File: config.mk
export PLATFORM = sky130hd
export DESIGN_NAME = conv_datapath
export DESIGN_NICKNAME = d
export VERILOG_FILES = /design/src/conv_pkg.sv /design/src/conv_datapath.sv
export SDC_FILE = /design/constraint.sdc
export NUM_CORES = 2
export LEC_CHECK = 0
export CAP_MARGIN = 20
export CORE_ASPECT_RATIO = 1.75
export CORE_MARGIN = 3
export CORE_UTILIZATION = 70
export CTS_CLUSTER_SIZE = 10
export DETAILED_ROUTE_END_ITERATION = 16
export DONT_BUFFER_PORTS = 1
export PLACE_DENSITY = 0.89
export SYNTH_ARGS = -nofsm -noshare
export SYNTH_HDL_FRONTEND = slang
export SYNTH_SLANG_ARGS = --single-unit
File: constraint.sdc
create_clock -name clk -period 20.9 [get_ports clk]
set_input_delay 1.045 -clock clk [delete_from_list [all_inputs] [get_ports clk]]
set_output_delay 1.045 -clock clk [all_outputs]
set_load 0.005 [all_outputs]
File: src/conv_pkg.sv
`default_nettype none

package conv_pkg;

    // address map, in bus words --------------------
    localparam int CONV_ADDR_W    = 8;
    localparam int CONV_MEM_DEPTH = 64;
    localparam int CONV_MEM_AW    = $clog2(CONV_MEM_DEPTH);

    localparam logic [CONV_ADDR_W-1:0] CONV_MEM_BASE   = 8'h40;
    localparam logic [CONV_ADDR_W-1:0] CONV_RESET      = 8'd0;
    localparam logic [CONV_ADDR_W-1:0] CONV_START      = 8'd1;
    localparam logic [CONV_ADDR_W-1:0] CONV_STATUS     = 8'd2;
    localparam logic [CONV_ADDR_W-1:0] CONV_FM_DIM     = 8'd3;
    localparam logic [CONV_ADDR_W-1:0] CONV_INPUT_FM   = 8'd4;
    localparam logic [CONV_ADDR_W-1:0] CONV_WEIGHT_OFF = 8'd5;
    localparam logic [CONV_ADDR_W-1:0] CONV_OUTPUT_FM  = 8'd6;

    // types --------------------
    typedef logic [31:0] conv_word_t;

    typedef struct packed {
        logic [15:0] height;
        logic [15:0] width;
    } conv_dim_t;

    // the dimension register is written as one word and read back in halves.
    typedef union packed {
        conv_word_t raw;
        conv_dim_t  dim;
    } conv_cfg_u;

    typedef struct packed {
        logic [3:0]             we;
        logic                   re;
        logic [CONV_ADDR_W-1:0] addr;
        conv_word_t             wdata;
    } conv_bus_req_t;

    typedef struct packed {
        conv_cfg_u  fm_dim;
        conv_word_t ifm_off;
        conv_word_t wt_off;
        conv_word_t ofm_off;
    } conv_cfg_t;

    typedef struct packed {
        logic [29:0] zero;
        logic        idle;
        logic        done;
    } conv_status_t;

    typedef struct packed {
        logic [5:0] row;
        logic [5:0] col;
        logic [3:0] tap;
        logic       last_tap;
        logic       last_pixel;
    } conv_pos_t;

    typedef enum logic [2:0] {
        S_IDLE,
        S_LOAD_WT,
        S_RUN,
        S_DRAIN,
        S_DONE
    } conv_state_e;

    // replaces only the bytes whose enable is set.
    function automatic conv_word_t conv_merge_bytes(conv_word_t old_w, conv_word_t new_w,
                                                    logic [3:0] be);
        conv_word_t res;
        res = old_w;
        for (int i = 0; i < 4; i++) begin
            if (be[i]) begin
                res[8*i +: 8] = new_w[8*i +: 8];
            end
        end
        return res;
    endfunction

endpackage

`default_nettype wire
File: src/conv_datapath.sv
`timescale 1ns/1ps
`default_nettype none

module conv_datapath (
    input  logic                                clk,
    input  logic                                reset_i,
    input  conv_pkg::conv_state_e               state_i,
    input  conv_pkg::conv_pos_t                 pos_i,
    input  conv_pkg::conv_cfg_t                 cfg_i,
    output logic [conv_pkg::CONV_MEM_AW-1:0]    rd_addr_o,
    input  conv_pkg::conv_word_t                rd_data_i,
    output logic                                wr_en_o,
    output logic [conv_pkg::CONV_MEM_AW-1:0]    wr_addr_o,
    output conv_pkg::conv_word_t                wr_data_o,
    output logic                                rd_last_o
);
    import conv_pkg::*;

    conv_word_t             wt_q [9];
    conv_word_t             width;
    conv_word_t             wt_addr;
    conv_word_t             ifm_addr;
    conv_word_t             rd_word;
    conv_word_t             ofm_addr;
    conv_word_t             prod;
    conv_word_t             acc_sum;
    conv_word_t             acc_q;
    logic [1:0]             k_row;
    logic [3:0]             k_col;
    logic                   ld_vld_q;
    logic                   run_vld_q;
    logic                   last_tap_q;
    logic                   last_pix_q;
    logic [3:0]             tap_q;
    logic [5:0]             row_q;
    logic [5:0]             col_q;
    logic                   wr_en_q;
    logic                   wr_last_q;
    logic [CONV_MEM_AW-1:0] wr_addr_q;
    conv_word_t             wr_data_q;

    // read address --------------------
    assign width = {16'd0, cfg_i.fm_dim.dim.width};
    assign k_row = (pos_i.tap >= 4'd6) ? 2'd2 : (pos_i.tap >= 4'd3) ? 2'd1 : 2'd0;
    assign k_col = pos_i.tap - {1'b0, k_row, 1'b0} - {2'b0, k_row}; // tap mod 3.

    assign wt_addr  = cfg_i.wt_off + {28'd0, pos_i.tap};
    assign ifm_addr = cfg_i.ifm_off + ({26'd0, pos_i.row} + {30'd0, k_row}) * width +
                      {26'd0, pos_i.col} + {28'd0, k_col};
    assign rd_word   = (state_i == S_LOAD_WT) ? wt_addr : ifm_addr;
    assign rd_addr_o = rd_word[CONV_MEM_AW-1:0];

    // multiply-accumulate, one cycle behind the read --------------------
    assign prod     = wt_q[tap_q] * rd_data_i; // wraps at 32 bits.
    assign acc_sum  = ((tap_q == 4'd0) ? '0 : acc_q) + prod;
    assign ofm_addr = cfg_i.ofm_off + {26'd0, row_q} * (width - 32'd2) + {26'd0, col_q};

    always_ff @(posedge clk) begin
        if (reset_i) begin
            ld_vld_q  <= 1'b0;
            run_vld_q <= 1'b0;
            wr_en_q   <= 1'b0;
        end else begin
            ld_vld_q  <= (state_i == S_LOAD_WT);
            run_vld_q <= (state_i == S_RUN);
            // after an abort the state is idle and reads still in flight are dropped.
            wr_en_q   <= run_vld_q && last_tap_q && (state_i != S_IDLE);
        end
    end

    always_ff @(posedge clk) begin
        tap_q      <= pos_i.tap;
        row_q      <= pos_i.row;
        col_q      <= pos_i.col;
        last_tap_q <= pos_i.last_tap;
        last_pix_q <= pos_i.last_pixel;
        if (ld_vld_q) begin
            wt_q[tap_q] <= rd_data_i;
        end
        if (run_vld_q) begin
            acc_q <= acc_sum;
        end
        wr_addr_q <= ofm_addr[CONV_MEM_AW-1:0];
        wr_data_q <= acc_sum;
        wr_last_q <= last_pix_q;
    end

    assign wr_en_o   = wr_en_q && (state_i != S_IDLE); // a write still in the pipe is dropped.
    assign wr_addr_o = wr_addr_q;
    assign wr_data_o = wr_data_q;
    assign rd_last_o = wr_en_q && wr_last_q; // final pixel is on its way to memory.

endmodule

`default_nettype wire

==> reports/results.ini <==
[floorplanning]
chipHeight_um = 291
core_mm2 = 0.0454
die-width_um = 169
initial_core_util_pct = 71.4
die-area_mm2 = 0.0490
rows = 103
io_pins = 229

[timing]
worst_slew_pin_slew_ns = 1.23
rsz0062_at_grt = no
tns_ns = 0
max_slew_margin_pct = 17.5
period_needed_ns = 9.76
slew_viol_final = 0
timing.final.crit_share_pct = 46.7
setup_violations = 0
clock_skew_ns = 0.0385
hold_viol = 0
fmax_mhz = 102

[cts]
cts.path.max_buffers = 3
cts_buffers = 44
root_buffer = clkbuf_16
clock_latency_ns = 0.59
htree_levels = 2
numClockSinks = 380
cts_tree = built
post-cts-setup-buffers = 0
path_clk_slew_ns = 0.07
cts-resized-gates = 0
postCtsHoldBufs = 0

[route]
via_count = 20600
ant_nets = 0
post_drt_wl_per_cell_um = 24.6
vias_per_cell = 6.25
drt-initial-drc-count = 1789
drc = 0
finalWirelength_mm = 81.1
dr.pass1.iters = 6

[global_routing]
grt_pass1_wl_mm = 128
grt.total_usage_pct = 34.6
grt-ovfl-total = 0
first_global_vias = 23800
antenna_found_initial = 1
grt_max_degree = 58

[critical_path]
path_max_fanout = 40
cp.arrival_ns = 10.08
path_common_cell = fa_1
critPathTopFamily = adder cells
critical-path-max-stage-delay_ns = 0.73
worstSetupEndpoint = acc_q[31]$_DFFE_PP_
path_buf_inv = 8
ff2ff_path_depth = 26
end_kind = register
cp-startpoint = tap_q[0]$_DFF_P_
worstReg2RegStart = tap_q[0]$_DFF_P_
slowest_stage = dfxtp_4
required_ns = 21.22
cp-start-kind = register
r2r_slack_ns = 11.14
cp.depth = 26
criticalPathCategory = register to register
r2r-end = acc_q[31]$_DFFE_PP_

[synth]
synth_area_per_cell_um2 = 11.9
yosysWarningCount = 0
synth-edff-count = 320
syn_inst = 2727
synth_cell_types = 67
synth_seq_cells = 380
netlist_area_mm2 = 0.0324
ys.flop_type = edfxtp_1
syn_nets = 3543
ys_seq_area_share_pct = 33.4
synth-async-reset-ratio_pct = 0

[cells_and_area]
fillCellCount = 2662
syn_to_final_growth_pct = 5.75
seq_area_mm2 = 0.0108
fin_nets = 3505
multi_input_area_mm2 = 0.0190
drive_above_1_share_pct = 6.86
final_util_pct = 75.5

[placement]
portBuffers = 0
place_hpwl_mm = 58.2
gp_congestion = 0.934

[hold_path]
hold_class = register to register
min_path_cells = 0

[outcome]
status = complete, no violations

[run]
drv_cap = 0

[worst reg2reg max path, delay by kind of cell, from the launching register on]
family	cells	cell delay (ns)
fa+ha+maj	9	4.42
compound gates	3	1.41
buf+inv	8	1.38
mux	3	1.17
flops	1	0.73
simple gates	2	0.26
xor+xnor	1	0.16
[registers in the layout, summed over array words and instances, names as in the netlist, 4 cells and up]
signal,count
wt_q,288
acc_q,32
wr_data_o,32
col_q,6
row_q,6
wr_addr_o,6
tap_q,4
[cells in the final DEF, fill, tap and decap left out, types with 56 or more instances in the layout]
cell / netlist / layout
inv_1: 556 / 556
fa_1: 467 / 467
edfxtp_1: 320 / 320
and2_1: 250 / 250
nand2_1: 239 / 239
ha_1: 166 / 166
nor2b_1: 109 / 109
xnor2_1: 101 / 101
mux4_2: 64 / 64
dfxtp_1: 60 / 56
[worst min-delay path by stage]
stage	slack (ns)	endpoint	from
after detailed placement	0.33	wr_last_q$_DFF_P_	last_pix_q$_DFF_P_
after global routing	0.35	wr_last_q$_DFF_P_	last_pix_q$_DFF_P_
final	0.35	wr_last_q$_DFF_P_	last_pix_q$_DFF_P_
after floorplan	0.31	wr_last_q$_DFF_P_	last_pix_q$_DFF_P_
after global placement	0.31	wr_last_q$_DFF_P_	last_pix_q$_DFF_P_
after CTS	0.34	wr_last_q$_DFF_P_	last_pix_q$_DFF_P_
[Yosys cell counts (4+ instances only)]
cell type  number  area, um^2
inv_1         556        2090
fa_1          467        9350
edfxtp_1      320        9610
and2_1        250        1560
nand2_1       239         897
ha_1          166        2080
nor2b_1       109         682
xnor2_1       101         885
clkbuf_1       90         338
mux4_2         64        1440
dfxtp_1        60        1200
nand2b_1       49         307
a21o_1         25         188
a21oi_1        25         125
xor2_1         25         219
nor2_1         22        82.6
o21ai_0        15        75.1
mux2i_1        14         140
buf_2          12        60.1
o21ai_1        10        50.1
nor3_1          8        40.0
a31oi_1         7        43.8
nand3_1         7        35.0
buf_6           5        56.3
o21ai_2         5        43.8
o221a_2         5        56.3
mux2_2          4        45.0
[logic make-up (layout without fill, tap and decap cells)]
group                      count (synthesis)  after routing  share of synthesized area [%]
AOI/OAI and AO/OA                        126            126                           2.81
xor gates and xnor gates                 130            130                           3.67
adders and majority gates                633            633                           35.3
buffers and inverters                    672            669                           8.13
DFF                                      380            380                           33.4
muxes                                     84             84                           5.16
other                                      0              1                              0
and+or+nand+nor                          702            702                           11.6
[layout make-up]
class	instances	share of cell area [%]
Clock buffer	76	3.57
Antenna cell	1	0.00731
Sequential cell	380	31.6
Timing Repair Buffer	31	0.837
Clock inverter	5	0.267
Inverter	557	6.11
Multi-Input combinational cell	1675	55.5
Tap cell	577	2.11
[layer usage]
layer | wire length (um) | track usage, %
met4 | 6930 | 23.5
met1 | 24400 | 37.4
met3 | 7270 | 6.63
met2 | 42500 | 60.9
met5 | 0 | 0
[through the flow]
stage | setup WS [ns] | cells | area (um^2) | hold WS (ns)
finish | 11.14 | 3302 | 34200 | 0.345
global route | 10.65 | 3301 | 34200 | 0.350
CTS | 10.55 | 3300 | 34200 | 0.342
detailed placement | 10.61 | 3219 | 32900 | 0.329
global placement | 10.82 | 3215 | 32800 | 0.311
floorplan | 13.02 | 2727 | 32400 | 0.310
Power is left out: the tool's default activity adds up to more than one toggle a clock period on the data nets, which glitch-free logic cannot reach.
