==> config.mk <==
export PLATFORM = sky130hd
export DESIGN_NAME = conv_csr
export DESIGN_NICKNAME = d
export VERILOG_FILES = /design/src/conv_pkg.sv /design/src/conv_csr.sv
export SDC_FILE = /design/constraint.sdc
export NUM_CORES = 1
export LEC_CHECK = 0
export BUFFER_PORTS_ARGS = -buffer_cell sky130_fd_sc_hd__buf_2
export CAP_MARGIN = 0
export CORE_ASPECT_RATIO = 1.5
export CORE_MARGIN = 3
export CORE_UTILIZATION = 27
export DETAILED_ROUTE_END_ITERATION = 8
export HOLD_SLACK_MARGIN = 0.08
export PLACE_DENSITY = 0.49
export SYNTH_ARGS = -nofsm -noshare
export SYNTH_HDL_FRONTEND = slang
export SYNTH_SLANG_ARGS = --single-unit
==> constraint.sdc <==
create_clock -name clk -period 2 [get_ports clk]
set_clock_uncertainty 0.05 [all_clocks]
set_input_delay 0.4 -clock clk [delete_from_list [all_inputs] [get_ports clk]]
set_output_delay 0.4 -clock clk [all_outputs]
set_load 0.03 [all_outputs]
==> src/conv_pkg.sv <==
`default_nettype none

package conv_pkg;

    // address map, in bus words --------------------
    localparam int CONV_ADDR_W    = 8;
    localparam int CONV_MEM_DEPTH = 64;
    localparam int CONV_MEM_AW    = $clog2(CONV_MEM_DEPTH);

    localparam logic [CONV_ADDR_W-1:0] CONV_MEM_BASE   = 8'h40;
    localparam logic [CONV_ADDR_W-1:0] CONV_RESET      = 8'd0;
    localparam logic [CONV_ADDR_W-1:0] CONV_START      = 8'd1;
    localparam logic [CONV_ADDR_W-1:0] CONV_STATUS     = 8'd2;
    localparam logic [CONV_ADDR_W-1:0] CONV_FM_DIM     = 8'd3;
    localparam logic [CONV_ADDR_W-1:0] CONV_INPUT_FM   = 8'd4;
    localparam logic [CONV_ADDR_W-1:0] CONV_WEIGHT_OFF = 8'd5;
    localparam logic [CONV_ADDR_W-1:0] CONV_OUTPUT_FM  = 8'd6;

    // types --------------------
    typedef logic [31:0] conv_word_t;

    typedef struct packed {
        logic [15:0] height;
        logic [15:0] width;
    } conv_dim_t;

    // the dimension register is written as one word and read back in halves.
    typedef union packed {
        conv_word_t raw;
        conv_dim_t  dim;
    } conv_cfg_u;

    typedef struct packed {
        logic [3:0]             we;
        logic                   re;
        logic [CONV_ADDR_W-1:0] addr;
        conv_word_t             wdata;
    } conv_bus_req_t;

    typedef struct packed {
        conv_cfg_u  fm_dim;
        conv_word_t ifm_off;
        conv_word_t wt_off;
        conv_word_t ofm_off;
    } conv_cfg_t;

    typedef struct packed {
        logic [29:0] zero;
        logic        idle;
        logic        done;
    } conv_status_t;

    typedef struct packed {
        logic [5:0] row;
        logic [5:0] col;
        logic [3:0] tap;
        logic       last_tap;
        logic       last_pixel;
    } conv_pos_t;

    typedef enum logic [2:0] {
        S_IDLE,
        S_LOAD_WT,
        S_RUN,
        S_DRAIN,
        S_DONE
    } conv_state_e;

    // replaces only the bytes whose enable is set.
    function automatic conv_word_t conv_merge_bytes(conv_word_t old_w, conv_word_t new_w,
                                                    logic [3:0] be);
        conv_word_t res;
        res = old_w;
        for (int i = 0; i < 4; i++) begin
            if (be[i]) begin
                res[8*i +: 8] = new_w[8*i +: 8];
            end
        end
        return res;
    endfunction

endpackage

`default_nettype wire
==> src/conv_csr.sv <==
`timescale 1ns/1ps
`default_nettype none

module conv_csr (
    input  logic                   clk,
    input  logic                   reset_i,
    input  conv_pkg::conv_bus_req_t req_i,
    output conv_pkg::conv_word_t   rdata_o,
    input  conv_pkg::conv_word_t   mem_rdata_i,
    input  logic                   fsm_idle_i,
    input  logic                   done_pulse_i,
    output conv_pkg::conv_cfg_t    cfg_o,
    output logic                   start_o,
    output logic                   abort_o,
    output logic                   mem_sel_o
);
    import conv_pkg::*;

    logic         wr_any;
    conv_cfg_t    cfg_q;
    logic         idle_q;
    logic         done_q;
    conv_status_t status;
    conv_word_t   reg_rdata;
    conv_word_t   rd_q;
    logic         hit_q;

    assign wr_any    = |req_i.we;
    assign start_o   = wr_any && (req_i.addr == CONV_START);
    assign abort_o   = wr_any && (req_i.addr == CONV_RESET);
    assign mem_sel_o = (req_i.addr >= CONV_MEM_BASE) &&
                       (req_i.addr < CONV_MEM_BASE + CONV_ADDR_W'(CONV_MEM_DEPTH));
    assign cfg_o     = cfg_q;

    // configuration registers --------------------
    always_ff @(posedge clk) begin
        if (reset_i) begin
            cfg_q <= '0;
        end else if (wr_any) begin
            case (req_i.addr)
                CONV_FM_DIM:     cfg_q.fm_dim.raw <= conv_merge_bytes(cfg_q.fm_dim.raw,
                                                                      req_i.wdata, req_i.we);
                CONV_INPUT_FM:   cfg_q.ifm_off <= conv_merge_bytes(cfg_q.ifm_off,
                                                                   req_i.wdata, req_i.we);
                CONV_WEIGHT_OFF: cfg_q.wt_off <= conv_merge_bytes(cfg_q.wt_off,
                                                                  req_i.wdata, req_i.we);
                CONV_OUTPUT_FM:  cfg_q.ofm_off <= conv_merge_bytes(cfg_q.ofm_off,
                                                                   req_i.wdata, req_i.we);
                default: ;
            endcase
        end
    end

    // status --------------------
    always_ff @(posedge clk) begin
        if (reset_i) begin
            idle_q <= 1'b1;
            done_q <= 1'b0;
        end else begin
            idle_q <= fsm_idle_i;
            if (abort_o || (start_o && fsm_idle_i)) begin
                done_q <= 1'b0; // a new run or an abort clears the sticky flag.
            end else if (done_pulse_i) begin
                done_q <= 1'b1;
            end
        end
    end

    assign status = '{zero: '0, idle: idle_q, done: done_q};

    always_comb begin
        case (req_i.addr)
            CONV_STATUS:     reg_rdata = status;
            CONV_FM_DIM:     reg_rdata = cfg_q.fm_dim.raw;
            CONV_INPUT_FM:   reg_rdata = cfg_q.ifm_off;
            CONV_WEIGHT_OFF: reg_rdata = cfg_q.wt_off;
            CONV_OUTPUT_FM:  reg_rdata = cfg_q.ofm_off;
            default:         reg_rdata = '0;
        endcase
    end

    // memory data shows up one cycle after the read and is then captured so it holds.
    always_ff @(posedge clk) begin
        if (reset_i) begin
            rd_q  <= '0;
            hit_q <= 1'b0;
        end else if (req_i.re) begin
            rd_q  <= reg_rdata;
            hit_q <= mem_sel_o;
        end else if (hit_q) begin
            rd_q  <= mem_rdata_i;
            hit_q <= 1'b0;
        end
    end

    assign rdata_o = hit_q ? mem_rdata_i : rd_q;

endmodule

`default_nettype wire

==> load_flow_metrics.sql <==
INSERT INTO impl_metrics (metric_group, metric, value, unit) VALUES
('run_status', 'status', 'complete, but fails checks', ''),
('run_status', 'violations', 'setup timing', ''),
('floorplan', 'std_cell_rows', '72', ''),
('logic_synthesis', 'synth_seq_area_share', '46.0', '%'),
('logic_synthesis', 'mappedNetlistArea', '7100', 'sq um'),
('worst_setup_path', 'worst_setup_ep_type', 'output pin', ''),
('cts', 'cts.reportedPaths.clkPinSlew', '60', 'ps'),
('drt', 'drt_pre_antenna_iters', '5', ''),
('global_route', 'global_route.usage.total', '17.6', '%'),
('worst_setup_path', 'crit_fanout', '2', ''),
('cts', 'clock_tree.htree_level_count', '4', ''),
('worst_setup_path', 'critical_path_rt', '1550', 'ps'),
('logic_synthesis', 'syn_nets', '814', ''),
('cts', 'root_buffer', 'sky130_fd_sc_hd__clkbuf_16', ''),
('floorplan', 'width_of_the_die', '138', 'um'),
('layout', 'signed_area_change_from_the_synthesized_netlist_to_the_final_layout', '40.4', '%'),
('logic_synthesis', 'post_synth_num_cell_types', '32', ''),
('layout', 'number_of_fill_cells_in_the_layout', '2678', ''),
('global_route', 'grt_pass1_wl', '38500', 'um'),
('worst_setup_path', 'cp_slowest_cell', 'sky130_fd_sc_hd__or4_4', ''),
('pwr', 'max-vdd-ir-drop', '0.000593', 'V'),
('sta', 'final_critical_path_setup_slack', '-52.8', 'ps'),
('sta', 'layout_worst_path_cycle_share', '103', '%'),
('layout', 'finish.net_count', '1075', ''),
('layout', 'final_core_utilization', '38.6', '%'),
('cts', 'cts-buffers-inserted', '17', ''),
('layout', 'finish.cell_count_without_fillers', '1339', ''),
('sta', 'maxSlewViolCount', '0', ''),
('floorplan', 'start_util', '27.5', '%'),
('pwr', 'p_sw', '1.66', 'mW'),
('logic_synthesis', 'synth-async-reset-ratio', '0', '%'),
('layout', 'fraction_of_layout_cells_with_a_size_suffix_above_1', '37.2', '%'),
('drt', 'detailedRoute.firstIterationViolations', '263', ''),
('logic_synthesis', 'synthesis.instances', '733', ''),
('worst_setup_path', 'worstPathCellList', 'buf_8 -> nor4_4 -> nand2b_1 -> or4_4 -> nor2_4 -> buf_6', ''),
('layout', 'regArea', '3270', 'sq um'),
('pwr', 'p_total', '7.02', 'mW'),
('pwr', 'sw_frac_of_total', '23.6', '%'),
('pwr', 'p_per_area', '704', 'nW/um^2'),
('layout', 'diodes', '0', ''),
('drt', 'route.vias.total', '6404', ''),
('logic_synthesis', 'synthesized_area_per_cell', '9.69', 'sq um'),
('sta', 'max_freq', '487', 'MHz'),
('sta', 'slew_headroom', '59.6', '%'),
('floorplan', 'die_height', '205', 'um'),
('cts', 'cts_buffer_depth', '2', ''),
('logic_synthesis', 'synth_edf_count', '0', ''),
('pwr', 'seq_power_share', '46.5', '%'),
('logic_synthesis', 'synth-main-ff-cell', 'sky130_fd_sc_hd__dfxtp_1', ''),
('placed_design', 'placedCellCount', '1301', ''),
('logic_synthesis', 'ys.warnings.count', '0', ''),
('flow_run', 'max_cap_violations', '0', ''),
('sta', 'final_setup_violation_count', '21', ''),
('worst_setup_path', 'arrival', '1600', 'ps'),
('logic_synthesis', 'synth.ff_latch_count', '163', ''),
('floorplan', 'die_area', '28300', 'sq um'),
('pwr', 'p_clk_share', '45.9', '%'),
('drt', 'drcViolationCount', '0', ''),
('global_route', 'globalRoute.totalOverflow', '0', ''),
('drt', 'final_antenna_net_count', '0', ''),
('drt', 'wirelength', '25800', 'um'),
('global_route', 'maximum_number_of_pins_on_one_net_before_global_route_repair', '87', ''),
('sta', 'grt_setup_unrepaired', 'yes', ''),
('pwr', 'portion_of_total_power_attributed_to_combinational_logic', '7.6', '%'),
('pwr', 'leakagePower', '5.02', 'nW'),
('worst_setup_path', 'worst_setup_path_start_kind', 'primary input', ''),
('placed_design', 'buffer_ports.inserted', '243', ''),
('sta', 'period_minus_slack', '2050', 'ps'),
('drt', 'detail_route.wl_per_cell', '19.2', 'um'),
('floorplan', 'floorplan.core_area', '25900', 'sq um'),
('global_route', 'grt_antenna_before_repair', '4', '');
## metal layers
metal / up-vias / global-route usage (%) / wire, um
li1: 3119 / - / -
met1: 3066 / 20.6 / 10600
met2: 178 / 31.6 / 13300
met3: 33 / 4.58 / 1370
met4: 8 / 5.05 / 438
met5: - / 0 / 39
## sequential cells by signal, summed over array words and instances, names as in the netlist
register	count
idle_q	1
cfg_o	128
done_q	1
rd_q	32
hit_q	1
## power by group through the flow
stage / registers [mW] / logic (mW) / clock network (mW)
3_5_place_dp: 3.34 / 0.497 / 0
5_1_grt: 3.26 / 0.568 / 3.45
2_1_floorplan: 3.34 / 0.229 / 0
3_3_place_gp: 3.34 / 0.497 / 0
6_report: 3.26 / 0.531 / 3.23
4_1_cts: 3.26 / 0.509 / 3.31
## path summary, 6_finish.rpt
kind | startpoint | end | slack (ps) | cells after the start
setup / recovery | req_i[35] | abort_o | -50 | 6
hold / removal | fsm_idle_i | idle_q | 140 | 2
setup reg to reg | hit_q | rd_q[0] | 580 | 5
hold reg to reg | cfg_o[56] | cfg_o[56] | 420 | 2
## logic make-up after synthesis
logic type,count (synthesis),share of synthesized area [%]
AND/OR/NAND/NOR,220,14.8
flip-flops,163,46.0
buffers and inverters,59,3.33
multiplexers,177,25.6
AO/OA/AOI/OAI,114,10.4
## worst max-delay path, delay by kind of cell
kind | cells | cell delay [ps]
buf+inv | 2 | 240
simple gates | 4 | 960
## cell usage after synthesis, types with 8 or more instances
| cell | instances | area share, % |
|---|---|---|
| sky130_fd_sc_hd__a31oi_1 | 32 | 2.8 |
| sky130_fd_sc_hd__clkbuf_1 | 41 | 2.2 |
| sky130_fd_sc_hd__o21ai_1 | 30 | 2.1 |
| sky130_fd_sc_hd__mux2i_1 | 143 | 20 |
| sky130_fd_sc_hd__nand3_1 | 8 | 0.56 |
| sky130_fd_sc_hd__dfxtp_1 | 163 | 46 |
| sky130_fd_sc_hd__nand2_1 | 34 | 1.8 |
| sky130_fd_sc_hd__nand2b_1 | 33 | 2.9 |
| sky130_fd_sc_hd__nand4b_1 | 8 | 0.99 |
| sky130_fd_sc_hd__mux2_2 | 34 | 5.4 |
| sky130_fd_sc_hd__buf_2 | 12 | 0.85 |
| sky130_fd_sc_hd__a21oi_1 | 17 | 1.2 |
| sky130_fd_sc_hd__o2bb2ai_1 | 31 | 3.8 |
| sky130_fd_sc_hd__nor2_1 | 116 | 6.1 |
## metrics by stage
step / hold WS, ps / instance area (sq um) / worst slack [ps]
finish: 141 / 9970 / -52.8
global route: 128 / 9970 / -120
CTS: 112 / 9740 / -27.4
detailed placement: 413 / 9070 / -229
global placement: 403 / 9070 / -205
floorplan: 454 / 7130 / -218
## area by class of cell
type	count	share of cell area, %
Multi-Input combinational cell	511	37.2
Sequential cell	163	32.8
Timing Repair Buffer	299	20.1
Clock buffer	22	4.66
Tap cell	333	4.18
Clock inverter	9	1.07
Inverter	2	0.0753
## repair_timing
| action | 4_1_cts | 5_1_grt |
|---|---|---|
| pin swaps | 4 | 0 |
| endpoints found under the setup margin | 34 | 28 |
| buffers inserted | 4 | 2 |
| gates resized for setup | 22 | 59 |
| gates cloned | 0 | 2 |
## cell usage in the layout (no fill, tap or decap), types with 2 or more instances in the layout
master,n
sky130_fd_sc_hd__a21oi_1,17
sky130_fd_sc_hd__a31oi_1,32
sky130_fd_sc_hd__and3_1,5
sky130_fd_sc_hd__buf_12,15
sky130_fd_sc_hd__buf_2,221
sky130_fd_sc_hd__buf_4,39
sky130_fd_sc_hd__buf_6,21
sky130_fd_sc_hd__bufinv_16,2
sky130_fd_sc_hd__clkbuf_1,3
sky130_fd_sc_hd__clkbuf_16,19
sky130_fd_sc_hd__clkbuf_8,2
sky130_fd_sc_hd__clkinv_2,3
sky130_fd_sc_hd__clkinvlp_4,3
sky130_fd_sc_hd__dfxtp_1,162
sky130_fd_sc_hd__inv_1,2
sky130_fd_sc_hd__mux2_2,17
sky130_fd_sc_hd__mux2_4,17
sky130_fd_sc_hd__mux2i_1,143
sky130_fd_sc_hd__nand2_1,34
sky130_fd_sc_hd__nand2b_1,32
sky130_fd_sc_hd__nand3_1,8
sky130_fd_sc_hd__nand4b_1,8
sky130_fd_sc_hd__nor2_1,114
sky130_fd_sc_hd__nor2_4,2
sky130_fd_sc_hd__nor2b_1,2
sky130_fd_sc_hd__nor4_1,2
sky130_fd_sc_hd__nor4b_2,2
sky130_fd_sc_hd__o21ai_1,30
sky130_fd_sc_hd__o2bb2ai_1,31
sky130_fd_sc_hd__or2_2,2
Power figures use the tool's default switching activity.
