$ cat config.mk
export PLATFORM = sky130hd
export DESIGN_NAME = conv_counter
export DESIGN_NICKNAME = d
export VERILOG_FILES = /design/src/conv_pkg.sv /design/src/conv_counter.sv
export SDC_FILE = /design/constraint.sdc
export NUM_CORES = 1
export LEC_CHECK = 0
export ABC_AREA = 1
export BUFFER_PORTS_ARGS = -buffer_cell sky130_fd_sc_hd__buf_2
export CORE_MARGIN = 2
export CORE_UTILIZATION = 50
export CTS_CLUSTER_DIAMETER = 60
export DETAILED_ROUTE_END_ITERATION = 10
export HOLD_SLACK_MARGIN = 0.08
export PLACE_DENSITY = 0.77
export SLEW_MARGIN = 40
export SYNTH_ARGS = -nofsm -noshare
export SYNTH_HDL_FRONTEND = slang
export SYNTH_SLANG_ARGS = --single-unit
$ cat constraint.sdc
create_clock -name clk -period 2.7 [get_ports clk]
set_input_delay 0.135 -clock clk [delete_from_list [all_inputs] [get_ports clk]]
set_output_delay 0.135 -clock clk [all_outputs]
set_load 0.005 [all_outputs]
$ cat src/conv_pkg.sv
`default_nettype none

package conv_pkg;

    // address map, in bus words --------------------
    localparam int CONV_ADDR_W    = 8;
    localparam int CONV_MEM_DEPTH = 64;
    localparam int CONV_MEM_AW    = $clog2(CONV_MEM_DEPTH);

    localparam logic [CONV_ADDR_W-1:0] CONV_MEM_BASE   = 8'h40;
    localparam logic [CONV_ADDR_W-1:0] CONV_RESET      = 8'd0;
    localparam logic [CONV_ADDR_W-1:0] CONV_START      = 8'd1;
    localparam logic [CONV_ADDR_W-1:0] CONV_STATUS     = 8'd2;
    localparam logic [CONV_ADDR_W-1:0] CONV_FM_DIM     = 8'd3;
    localparam logic [CONV_ADDR_W-1:0] CONV_INPUT_FM   = 8'd4;
    localparam logic [CONV_ADDR_W-1:0] CONV_WEIGHT_OFF = 8'd5;
    localparam logic [CONV_ADDR_W-1:0] CONV_OUTPUT_FM  = 8'd6;

    // types --------------------
    typedef logic [31:0] conv_word_t;

    typedef struct packed {
        logic [15:0] height;
        logic [15:0] width;
    } conv_dim_t;

    // the dimension register is written as one word and read back in halves.
    typedef union packed {
        conv_word_t raw;
        conv_dim_t  dim;
    } conv_cfg_u;

    typedef struct packed {
        logic [3:0]             we;
        logic                   re;
        logic [CONV_ADDR_W-1:0] addr;
        conv_word_t             wdata;
    } conv_bus_req_t;

    typedef struct packed {
        conv_cfg_u  fm_dim;
        conv_word_t ifm_off;
        conv_word_t wt_off;
        conv_word_t ofm_off;
    } conv_cfg_t;

    typedef struct packed {
        logic [29:0] zero;
        logic        idle;
        logic        done;
    } conv_status_t;

    typedef struct packed {
        logic [5:0] row;
        logic [5:0] col;
        logic [3:0] tap;
        logic       last_tap;
        logic       last_pixel;
    } conv_pos_t;

    typedef enum logic [2:0] {
        S_IDLE,
        S_LOAD_WT,
        S_RUN,
        S_DRAIN,
        S_DONE
    } conv_state_e;

    // replaces only the bytes whose enable is set.
    function automatic conv_word_t conv_merge_bytes(conv_word_t old_w, conv_word_t new_w,
                                                    logic [3:0] be);
        conv_word_t res;
        res = old_w;
        for (int i = 0; i < 4; i++) begin
            if (be[i]) begin
                res[8*i +: 8] = new_w[8*i +: 8];
            end
        end
        return res;
    endfunction

endpackage

`default_nettype wire
$ cat src/conv_counter.sv
`timescale 1ns/1ps
`default_nettype none

module conv_counter (
    input  logic                clk,
    input  logic                reset_i,
    input  logic                en_i,
    input  logic                clr_i,
    input  conv_pkg::conv_dim_t dim_i,
    output conv_pkg::conv_pos_t pos_o
);
    import conv_pkg::*;

    logic [5:0]  row_q;
    logic [5:0]  col_q;
    logic [3:0]  tap_q;
    logic [15:0] col_max;
    logic [15:0] row_max;
    logic        last_tap;
    logic        last_col;
    logic        last_row;

    // only valid output pixels are walked, so both limits are size minus three.
    assign col_max  = dim_i.width - 16'd3;
    assign row_max  = dim_i.height - 16'd3;
    assign last_tap = (tap_q == 4'd8);
    assign last_col = ({10'd0, col_q} == col_max);
    assign last_row = ({10'd0, row_q} == row_max);

    always_ff @(posedge clk) begin
        if (reset_i || clr_i) begin
            row_q <= '0;
            col_q <= '0;
            tap_q <= '0;
        end else if (en_i) begin
            if (!last_tap) begin
                tap_q <= tap_q + 4'd1;
            end else begin
                tap_q <= '0;
                if (!last_col) begin
                    col_q <= col_q + 6'd1;
                end else begin
                    col_q <= '0;
                    row_q <= last_row ? 6'd0 : row_q + 6'd1;
                end
            end
        end
    end

    assign pos_o = '{row: row_q, col: col_q, tap: tap_q,
                     last_tap: last_tap, last_pixel: last_col && last_row};

endmodule

`default_nettype wire

==> results.ini, run 1 <==
[status]
status=complete, no violations

[placement]
dp_hpwl_microns=3840
dp_slack_ps=662
routabilityCongestion=0.939
portBuffers=53

[clock_tree]
cts-root-buf=clkbuf_8
clock_latency_ps=250
cts_tree=yes
post-cts-setup-buffers=0
cts_hold_buf=0
clk_pin_slew_worst_paths_ps=60
cts_buffers=3
clk_path_buf_depth=2
htree_levels=1
cts_resized=0
clkSinkCount=16

[logic_synthesis]
synthMuxAreaShare_pct=0
ys_seq_area_share_pct=16.8
synthDominantCellAreaShare_pct=23.1
yosys.area_share.simple_pct=55.8
avgSynthCellArea_sq_um=5.27
synth-edff-count=0
synthCells=361
synthAdderAreaFrac_pct=3.95
synth_warnings=0
netlist_top_cells_area=nand2_1 23%, dfxtp_1 17%, nor2_1 15%
synth_area_leader_cell=nand2_1
synth_compound_area_share_pct=5.92
netlist_area_sq_mm=0.00190
synth_xor_area_share_pct=5.99
synthArstFlopShare_pct=0
yosys.cell_types.count=25
synth_flop_cell=dfxtp_1
syn_nets=403
synth_top_family_by_area=simple AND/OR/NAND/NOR gates
ys_seq_elements=16

[finish]
drive_gt1_share_pct=18.0
post-route-util_pct=61.9
fill_cells=381
antenna_cells=0
multi_input_area_sq_mm=0.00136
num-nets-final=459
syn2layout_area_growth_pct=19.1
regArea_sq_um=320

[worst_setup_path]
path_common_cell=nand2_1
rr_endpoint=row_q[1]
crit-reg2reg-launch=col_q[1]
cp-start-kind=primary input
crit_type=in2out
required_ps=2570
cp_slowest_cell=nor3_1
path_max_fanout=7
crit_path_end_kind=primary output
rr_worst_depth=10
reg2reg_slack_ps=930
path_cells=buf_2, ha_1, nor3_1, nand2_1, nand2_1, nand3_1, nor2_1, nand2_1, nor2_1, nand2_1, nor2_1, buf_2
cp_slowest_stage_delay_ps=390
crit_arrival_ps=1950

[grt]
grt_pass1_vias=1879
antenna_found_initial=0
grt_pass1_wl_microns=7880
grt_start_max_net_pins=16
grt_overflow=0
grt.total_usage_pct=22.5

[pwr]
ir_drop_mv=0.460
powerDensity_mw_per_mm2=266
power_leakage_uw=0.00125

[worst_hold_path]
min_to=tap_q[0]
hold_path_class=in2reg
hp-start=en_i
hold_depth=4

[sta]
finalClockSkew_ps=2.91
final.period_utilization_pct=77.4
slew_headroom_pct=71.4
hold_viol_final=0
grt_setup_unrepaired=false
layout_setup_ws_ps=611
tightestPinTransition_ps=427
setup_violations=0
finalCriticalPeriod_ps=2090
slew_viol_final=0
fin_tns_setup_ps=0
fmax_mhz=479

[floorplanning]
start_util_pct=51.9
row_count=22
die-area_sq_mm=0.00431
core_sq_mm=0.00366
die_width_microns=65.7
io_pins=54
die_y_microns=65.7

[routing]
via_per_inst=4.83
drt_iter0_drc=163
wl_per_cell_microns=10.0
postRouteAntennaNets=0
vias=2240
first_pass_iters=4
drc=0
finalWirelength_microns=4660

[run]
drv_cap=0

-- where the power goes --
| part | internal (uW) | switching, uW |
|---|---|---|
| registers | 237 | 1.21 |
| clock network | 129 | 80.5 |
| logic | 59.8 | 94.8 |
-- synth_stat cells (3+ instances only) --
library cell,number
nand2_1,117
nor2_2,4
inv_1,44
nand3_1,32
o21ai_1,3
nand3b_1,5
a21oi_1,7
ha_1,6
xnor2_1,4
o21ai_0,8
dfxtp_1,16
nand4_1,8
inv_2,8
nor3_1,4
nor2_1,74
xor2_1,9
-- sequential cells by signal (all words and copies together) (netlist names) --
signal,flops
row_q,6
tap_q,4
col_q,6
-- cells by family after synthesis --
kind of cell | count (synthesis)
AO/OA/AOI/OAI | 21
XOR/XNOR | 13
adder cells (fa/ha/maj) | 6
buffers and inverters | 55
flip-flops | 16
AND/OR/NAND/NOR | 250
-- layout by cell type (no fill, tap or decap) --
cell      netlist  routed
nand2_1       117     117
nor2_1         74      74
buf_2           1      53
inv_1          44      44
nand3_1        32      32
dfxtp_1        16      16
xor2_1          9       9
inv_2           8       8
o21ai_0         8       8
nand4_1         8       8
a21oi_1         7       7
ha_1            6       6
nand3b_1        5       5
nor3_1          4       4
xnor2_1         4       4
nor2_2          4       4
clkbuf_8        0       4
o21ai_1         3       3
nand2_2         2       2
nor2_4          2       2
a21boi_0        2       2
o21a_1          1       1
and3_1          1       1
nand3_2         1       1
buf_4           1       1
-- metal layers --
metal	GRT usage [%]	wire length, microns
met5	0	0
met3	3.60	276
met1	31.8	2330
met4	3.13	15
met2	36.5	2040
-- critical path: cells and delay by family --
family                   cells  cell delay, ps
AND/OR/NAND/NOR              9            1370
buffers and inverters        2             250
adder cells (fa/ha/maj)      1             230
-- final cells by class --
| class | instances | share of cell area [%] |
|---|---|---|
| sequential | 16 | 14.1 |
| inverter | 52 | 8.61 |
| timing repair buffer | 54 | 12.0 |
| tap | 48 | 2.65 |
| multi-input combinational | 290 | 60.1 |
| clock buffer | 4 | 2.43 |
-- worst max path at each step --
| stage | from | end | slack (ps) | depth (start not counted) |
|---|---|---|---|---|
| floorplan | dim_i[16] | row_q[4] | 1070 | 11 |
| global placement | dim_i[16] | pos_o[0] | 730 | 12 |
| detailed placement | dim_i[16] | pos_o[0] | 660 | 12 |
| CTS | row_q[0] | pos_o[0] | 640 | 8 |
| global route | dim_i[16] | pos_o[0] | 350 | 12 |
| finish | dim_i[16] | pos_o[0] | 610 | 12 |
-- per-stage QoR --
stage	hold WS (ps)	cell area (sq um)	std cells	total power [uW]
5_1_grt	216	2270	464	646
3_5_place_dp	444	2210	460	397
2_1_floorplan	315	1900	361	337
4_1_cts	195	2270	464	610
3_3_place_gp	444	2210	460	395
6_report	196	2270	464	603
No activity file was read; power rests on OpenSTA's default activity.
==> run 2, diff against run 1 <==
Settings changed: CORE_UTILIZATION 50 to 48.
Clock period 2.7 ns to 1.9 ns, I/O delays scaled along.
==> run 2 against run 1 <==
Net effect:
- first-iteration DRC count increased by 4.9%
- global-route usage increased by 0.76 points
- core utilization increased by 0.87 points
- highest routed layer unchanged
- clock power increased by 44%
- power increased by 44%
- largest power group unchanged
==> results.ini, run 2 (synthesis results as in run 1) <==
[status]
status=complete, no violations

[sta]
slew_viol_final=0  ; unchanged
tightestPinTransition_ps=594  ; +167 ps
final.period_utilization_pct=95.2
finalCriticalPeriod_ps=1810
hold_viol_final=0  ; unchanged
hold_slack_ps=144  ; -52.4 ps
slew_headroom_pct=60.3  ; -11 points
fin_tns_setup_ps=0  ; unchanged
setup_violations=0  ; unchanged
fmax_mhz=553
finalClockSkew_ps=1.17  ; -1.74 ps

[placement]
portBuffers=53  ; unchanged
dp_hpwl_microns=3990  ; +3.9%
routabilityCongestion=0.910  ; -3.1%

[routing]
first_pass_iters=5  ; +1
wl_per_cell_microns=10.4  ; +3.7%
drc=0  ; unchanged
vias=2345  ; +4.7%
drt_iter0_drc=171  ; +4.9%
postRouteAntennaNets=0  ; unchanged
via_per_inst=4.97  ; +2.9%
finalWirelength_microns=4910  ; +5.5%

[clock_tree]
cts_buffers=3  ; unchanged
clk_path_buf_depth=2  ; unchanged
cts_tree=yes
clk_pin_slew_worst_paths_ps=60  ; about the same
clkSinkCount=16  ; unchanged
clock_latency_ps=250  ; about the same
htree_levels=1  ; unchanged
cts-root-buf=clkbuf_8
cts_hold_buf=0  ; unchanged

[finish]
num-nets-final=467  ; +1.7%
final_common_cell=nand2_1
final_cell_mix=117 x nand2_1, 70 x nor2_1, 53 x buf_2
syn2layout_area_growth_pct=23.6
drive_gt1_share_pct=21.2  ; +3.2 points
antenna_cells=0  ; unchanged
largestRegisters=col_q: 6 flops, row_q: 6 flops, tap_q: 4 flops
fill_cells=387  ; +1.6%

[worst_setup_path]
path_max_fanout=4  ; -3
crit_path_end_kind=primary output
crit_type=in2out
cp-start-kind=primary input
crit_arrival_ps=1710  ; -240 ps
reg2reg_slack_ps=280  ; -650 ps
required_ps=1800  ; -770 ps

[pwr]
intPower_uw=609  ; +43%
pwr-share-seq_pct=38.8  ; -0.8 points
ir_drop_mv=0.280  ; -39%
p_comb_share_pct=26.2  ; +0.6 points
p_switching_uw=260  ; +47%
powerDensity_mw_per_mm2=370  ; +39%
netSwitchingFraction_pct=29.9  ; +0.66 points
p_clk_share_pct=34.9  ; about the same
power_leakage_uw=0.00129  ; +3.5%

[floorplanning]
die-area_sq_mm=0.00448  ; +3.9%
core_sq_mm=0.00374  ; +2.3%
die_y_microns=66.9  ; +1.9%
start_util_pct=50.8  ; -1.1 points
row_count=22  ; unchanged
die_width_microns=66.9  ; +1.9%
io_pins=54  ; unchanged

[grt]
grt_start_max_net_pins=12  ; -4
antenna_found_initial=0  ; unchanged
grt.total_usage_pct=23.2  ; +0.76 points
grt_pass1_wl_microns=8380  ; +6.3%
grt_overflow=0  ; unchanged
grt_pass1_vias=2041  ; +8.6%

[run]
drv_cap=0  ; unchanged

[worst_hold_path]
hold_path_class=in2reg

run 2: cell count changes in the layout (fill, tap and decap cells not counted), sizes merged:
| cell | before | now |
|---|---|---|
| buf | 54 | 62 |
run 2: metal layers:
metal,up-vias,share of wire [%],routed length (microns),track usage (%)
met5,-,0,0,0
met4,0,0.81,40,5.36
met3,6,6.5,319,2.20
met2,81,45,2230,38.5
met1,1011,47,2330,32.3
li1,1247,-,-,-
run 2: power groups by stage:
stage	clock, uW	sequential (uW)	combinational, uW
after floorplan	0	347	133
after global placement	0	347	220
after detailed placement	0	347	224
after CTS	314	339	225
after global routing	325	338	264
final	303	338	228
run 2: worst paths after layout:
check,end,depth (start not counted),from
setup reg to reg,row_q[1],11,col_q[2]
hold reg to reg,col_q[0],2,col_q[0]
setup / recovery,pos_o[0],12,dim_i[0]
hold / removal,tap_q[0],4,en_i
run 2: what timing repair did:
action	CTS	global route
setup buffers	0	2
setup endpoints to repair	0	8
resized for setup	0	10
run 2: through the flow:
stage	area (sq um)	power, uW	setup slack (ps)	instances	utilization [%]
2_1_floorplan	1900	479	312	361	-
5_1_grt	2350	926	-1.77	472	62.8
6_report	2350	869	92.0	472	62.8
4_1_cts	2310	878	49.8	470	61.7
3_3_place_gp	2260	566	32.8	466	60.3
3_5_place_dp	2260	570	-21.7	466	60.3
run 2: critical path: stages:
cell,delay (ps)
buf_2,120
ha_1,240
nor2_2,160
nand2_2,100
nor2_4,130
buf_4,140
nand4_1,70
nand2_1,100
and3_1,200
nand3_1,90
nor2_1,140
buf_2,140
run 2: cell type report:
cell class / instances / area (sq um) / share of cell area (%)
flip-flops and latches: 16 / 327 / 13.9
clock buffers: 4 / 55.1 / 2.34
multi-input cells: 290 / 1380 / 58.7
repair buffers: 62 / 333 / 14.2
well taps: 48 / 60.1 / 2.56
inverters: 52 / 195 / 8.31
==> run 3, diff against run 2 <==
Settings changed: GPL_ROUTABILITY_DRIVEN from default to 0, GPL_TIMING_DRIVEN from default to 0.
==> run 3 against run 2 <==
Net effect:
- non-clock buffer count shrank 4
- die area is the same
- register-to-register slack lost 90 ps
- flip-flop and latch count is the same
- clock-buffer cell count is the same
- sequential power is essentially flat
- worst hold slack gained 3.6 ps
- largest power group unchanged
- clock skew grew 5.6 ps
==> results.ini, run 3 (synthesis results as in run 1) <==
[finish]
drive_gt1_share_pct=21.2  ; -0.036 points
largestRegisters=col_q: 6 flops, row_q: 6 flops, tap_q: 4 flops
fill_cells=385  ; -0.52%
regArea_sq_um=327  ; unchanged
num-nets-final=463  ; -0.86%
final_cell_mix=117 x nand2_1, 71 x nor2_1, 54 x buf_2
syn2layout_area_growth_pct=23.0
fin_area_sq_mm=0.00234  ; -0.48%
antenna_cells=0  ; unchanged
final_common_cell=nand2_1
multi_input_area_sq_mm=0.00140  ; +1.3%
post-route-util_pct=62.5  ; -0.30 points

[sta]
slew_headroom_pct=77.5  ; +17 points
hold_slack_ps=147  ; +3.56 ps
hold_viol_final=0  ; unchanged
finalCriticalPeriod_ps=1750  ; -54.8 ps
fmax_mhz=570  ; +3.1%
slew_viol_final=0  ; unchanged
finalClockSkew_ps=6.73  ; +5.57 ps
fin_tns_setup_ps=0  ; unchanged
layout_setup_ws_ps=147  ; +54.8 ps
final.period_utilization_pct=92.3  ; -2.9 points
tightestPinTransition_ps=336  ; -258 ps
setup_violations=0  ; unchanged

[routing]
drc=0  ; unchanged
first_pass_iters=4  ; -1
wl_per_cell_microns=10.3  ; -1.4%
finalWirelength_microns=4800  ; -2.2%
via_per_inst=4.85  ; -2.3%
drt_iter0_drc=95  ; -44%
postRouteAntennaNets=0  ; unchanged
vias=2272  ; -3.1%

[clock_tree]
clk_pin_slew_worst_paths_ps=70  ; about the same
clk_path_buf_depth=2  ; unchanged
htree_levels=1  ; unchanged
cts-root-buf=clkbuf_8
cts_buffers=3  ; unchanged
cts_tree=yes
clock_latency_ps=250  ; about the same
cts_hold_buf=0  ; unchanged
clkSinkCount=16  ; unchanged

[pwr]
pwr-share-seq_pct=38.9  ; about the same
intPower_uw=607  ; -0.33%
ir_drop_mv=0.333  ; +19%
p_comb_share_pct=26.0  ; -0.2 points
power_leakage_uw=0.00127  ; -1.4%
netSwitchingFraction_pct=30.0  ; +0.10 points
powerDensity_mw_per_mm2=371  ; +0.30%
p_switching_uw=260  ; +0.16%
p_clk_share_pct=35.0  ; about the same

[worst_setup_path]
cp_slowest_stage_delay_ps=370  ; +130 ps
path_max_fanout=4  ; unchanged
cp-start-kind=flip-flop
path_common_cell=nor2_1
cp_slowest_cell=dfxtp_1
crit_arrival_ps=1660  ; -50 ps
crit_type=reg2out
crit_family=simple AND/OR/NAND/NOR gates
crit_path_end_kind=primary output
critPathBufInv=2  ; -1
path_cells=inv_2, nor2_1, nor2_1, nand2_1, nand2_1, nor2_1, nand4_1, nor2_4, nand2_1, nor2_1, buf_2
required_ps=1800  ; about the same

[grt]
grt_start_max_net_pins=11  ; -1
grt.total_usage_pct=23.0  ; -0.26 points
antenna_found_initial=0  ; unchanged
grt_pass1_wl_microns=8180  ; -2.4%
grt_pass1_vias=2050  ; +0.44%
grt_overflow=0  ; unchanged

[floorplanning]
die-area_sq_mm=0.00448  ; unchanged
die_y_microns=66.9  ; unchanged
start_util_pct=50.8  ; unchanged
core_sq_mm=0.00374  ; unchanged
die_width_microns=66.9  ; unchanged
io_pins=54  ; unchanged
row_count=22  ; unchanged

[placement]
place_area_sq_mm=0.00223  ; -1.3%
dp_hpwl_microns=3870  ; -3.0%
portBuffers=53  ; unchanged
dp_slack_ps=-220  ; -198 ps

[worst_hold_path]
hold_path_class=in2reg

[run]
drv_cap=0  ; unchanged

[status]
status=complete, no violations

run 3: changes by cell type in the layout (fill, tap and decap cells not counted), sizes merged:
cell / previous run / this run
buf: 62 / 58
run 3: final cells by class:
type,instances,area share [%]
plain buffers,3,1.02
repair buffers,55,12.0
well taps,48,2.57
multi-input cells,290,59.8
flip-flops and latches,16,14.0
clock buffers,4,2.35
inverters,52,8.35
run 3: final timing paths:
path	start	endpoint	slack [ps]	cells after the start
setup / recovery	row_q[4]	pos_o[0]	150	11
hold / removal	en_i	tap_q[0]	150	4
hold reg to reg	col_q[1]	col_q[1]	540	2
setup reg to reg	col_q[0]	row_q[1]	190	12
run 3: worst min-delay path, cell delays in order:
cell and delay, ps:
buf_2 100, nand2_1 60, nand2_1 70, nor2_1 40
run 3: power by group through the flow:
stage                     clock (uW)  sequential, uW  combinational (uW)
final                            304             338                 226
after global routing             318             338                 258
after CTS                        313             339                 220
after detailed placement           0             347                 217
after global placement             0             347                 213
after floorplan                    0             347                 133
run 3: metrics by stage:
step                      total power [uW]  cells
after detailed placement               564    462
after global routing                   914    468
after CTS                              873    466
final                                  867    468
after global placement                 559    462
after floorplan                        479    361
run 3: repair_timing:
action,in CTS,in global routing
endpoints found under the setup margin,1,7
buffers inserted,0,2
hold endpoints to repair,0,0
resized for setup,4,10
pin swaps,0,2
run 3: per-layer routing:
layer  share of wire [%]  GRT usage (%)
met4                 1.2           6.89
met3                 4.7           1.86
met1                  51           30.1
met2                  43           39.8
met5                   0              0
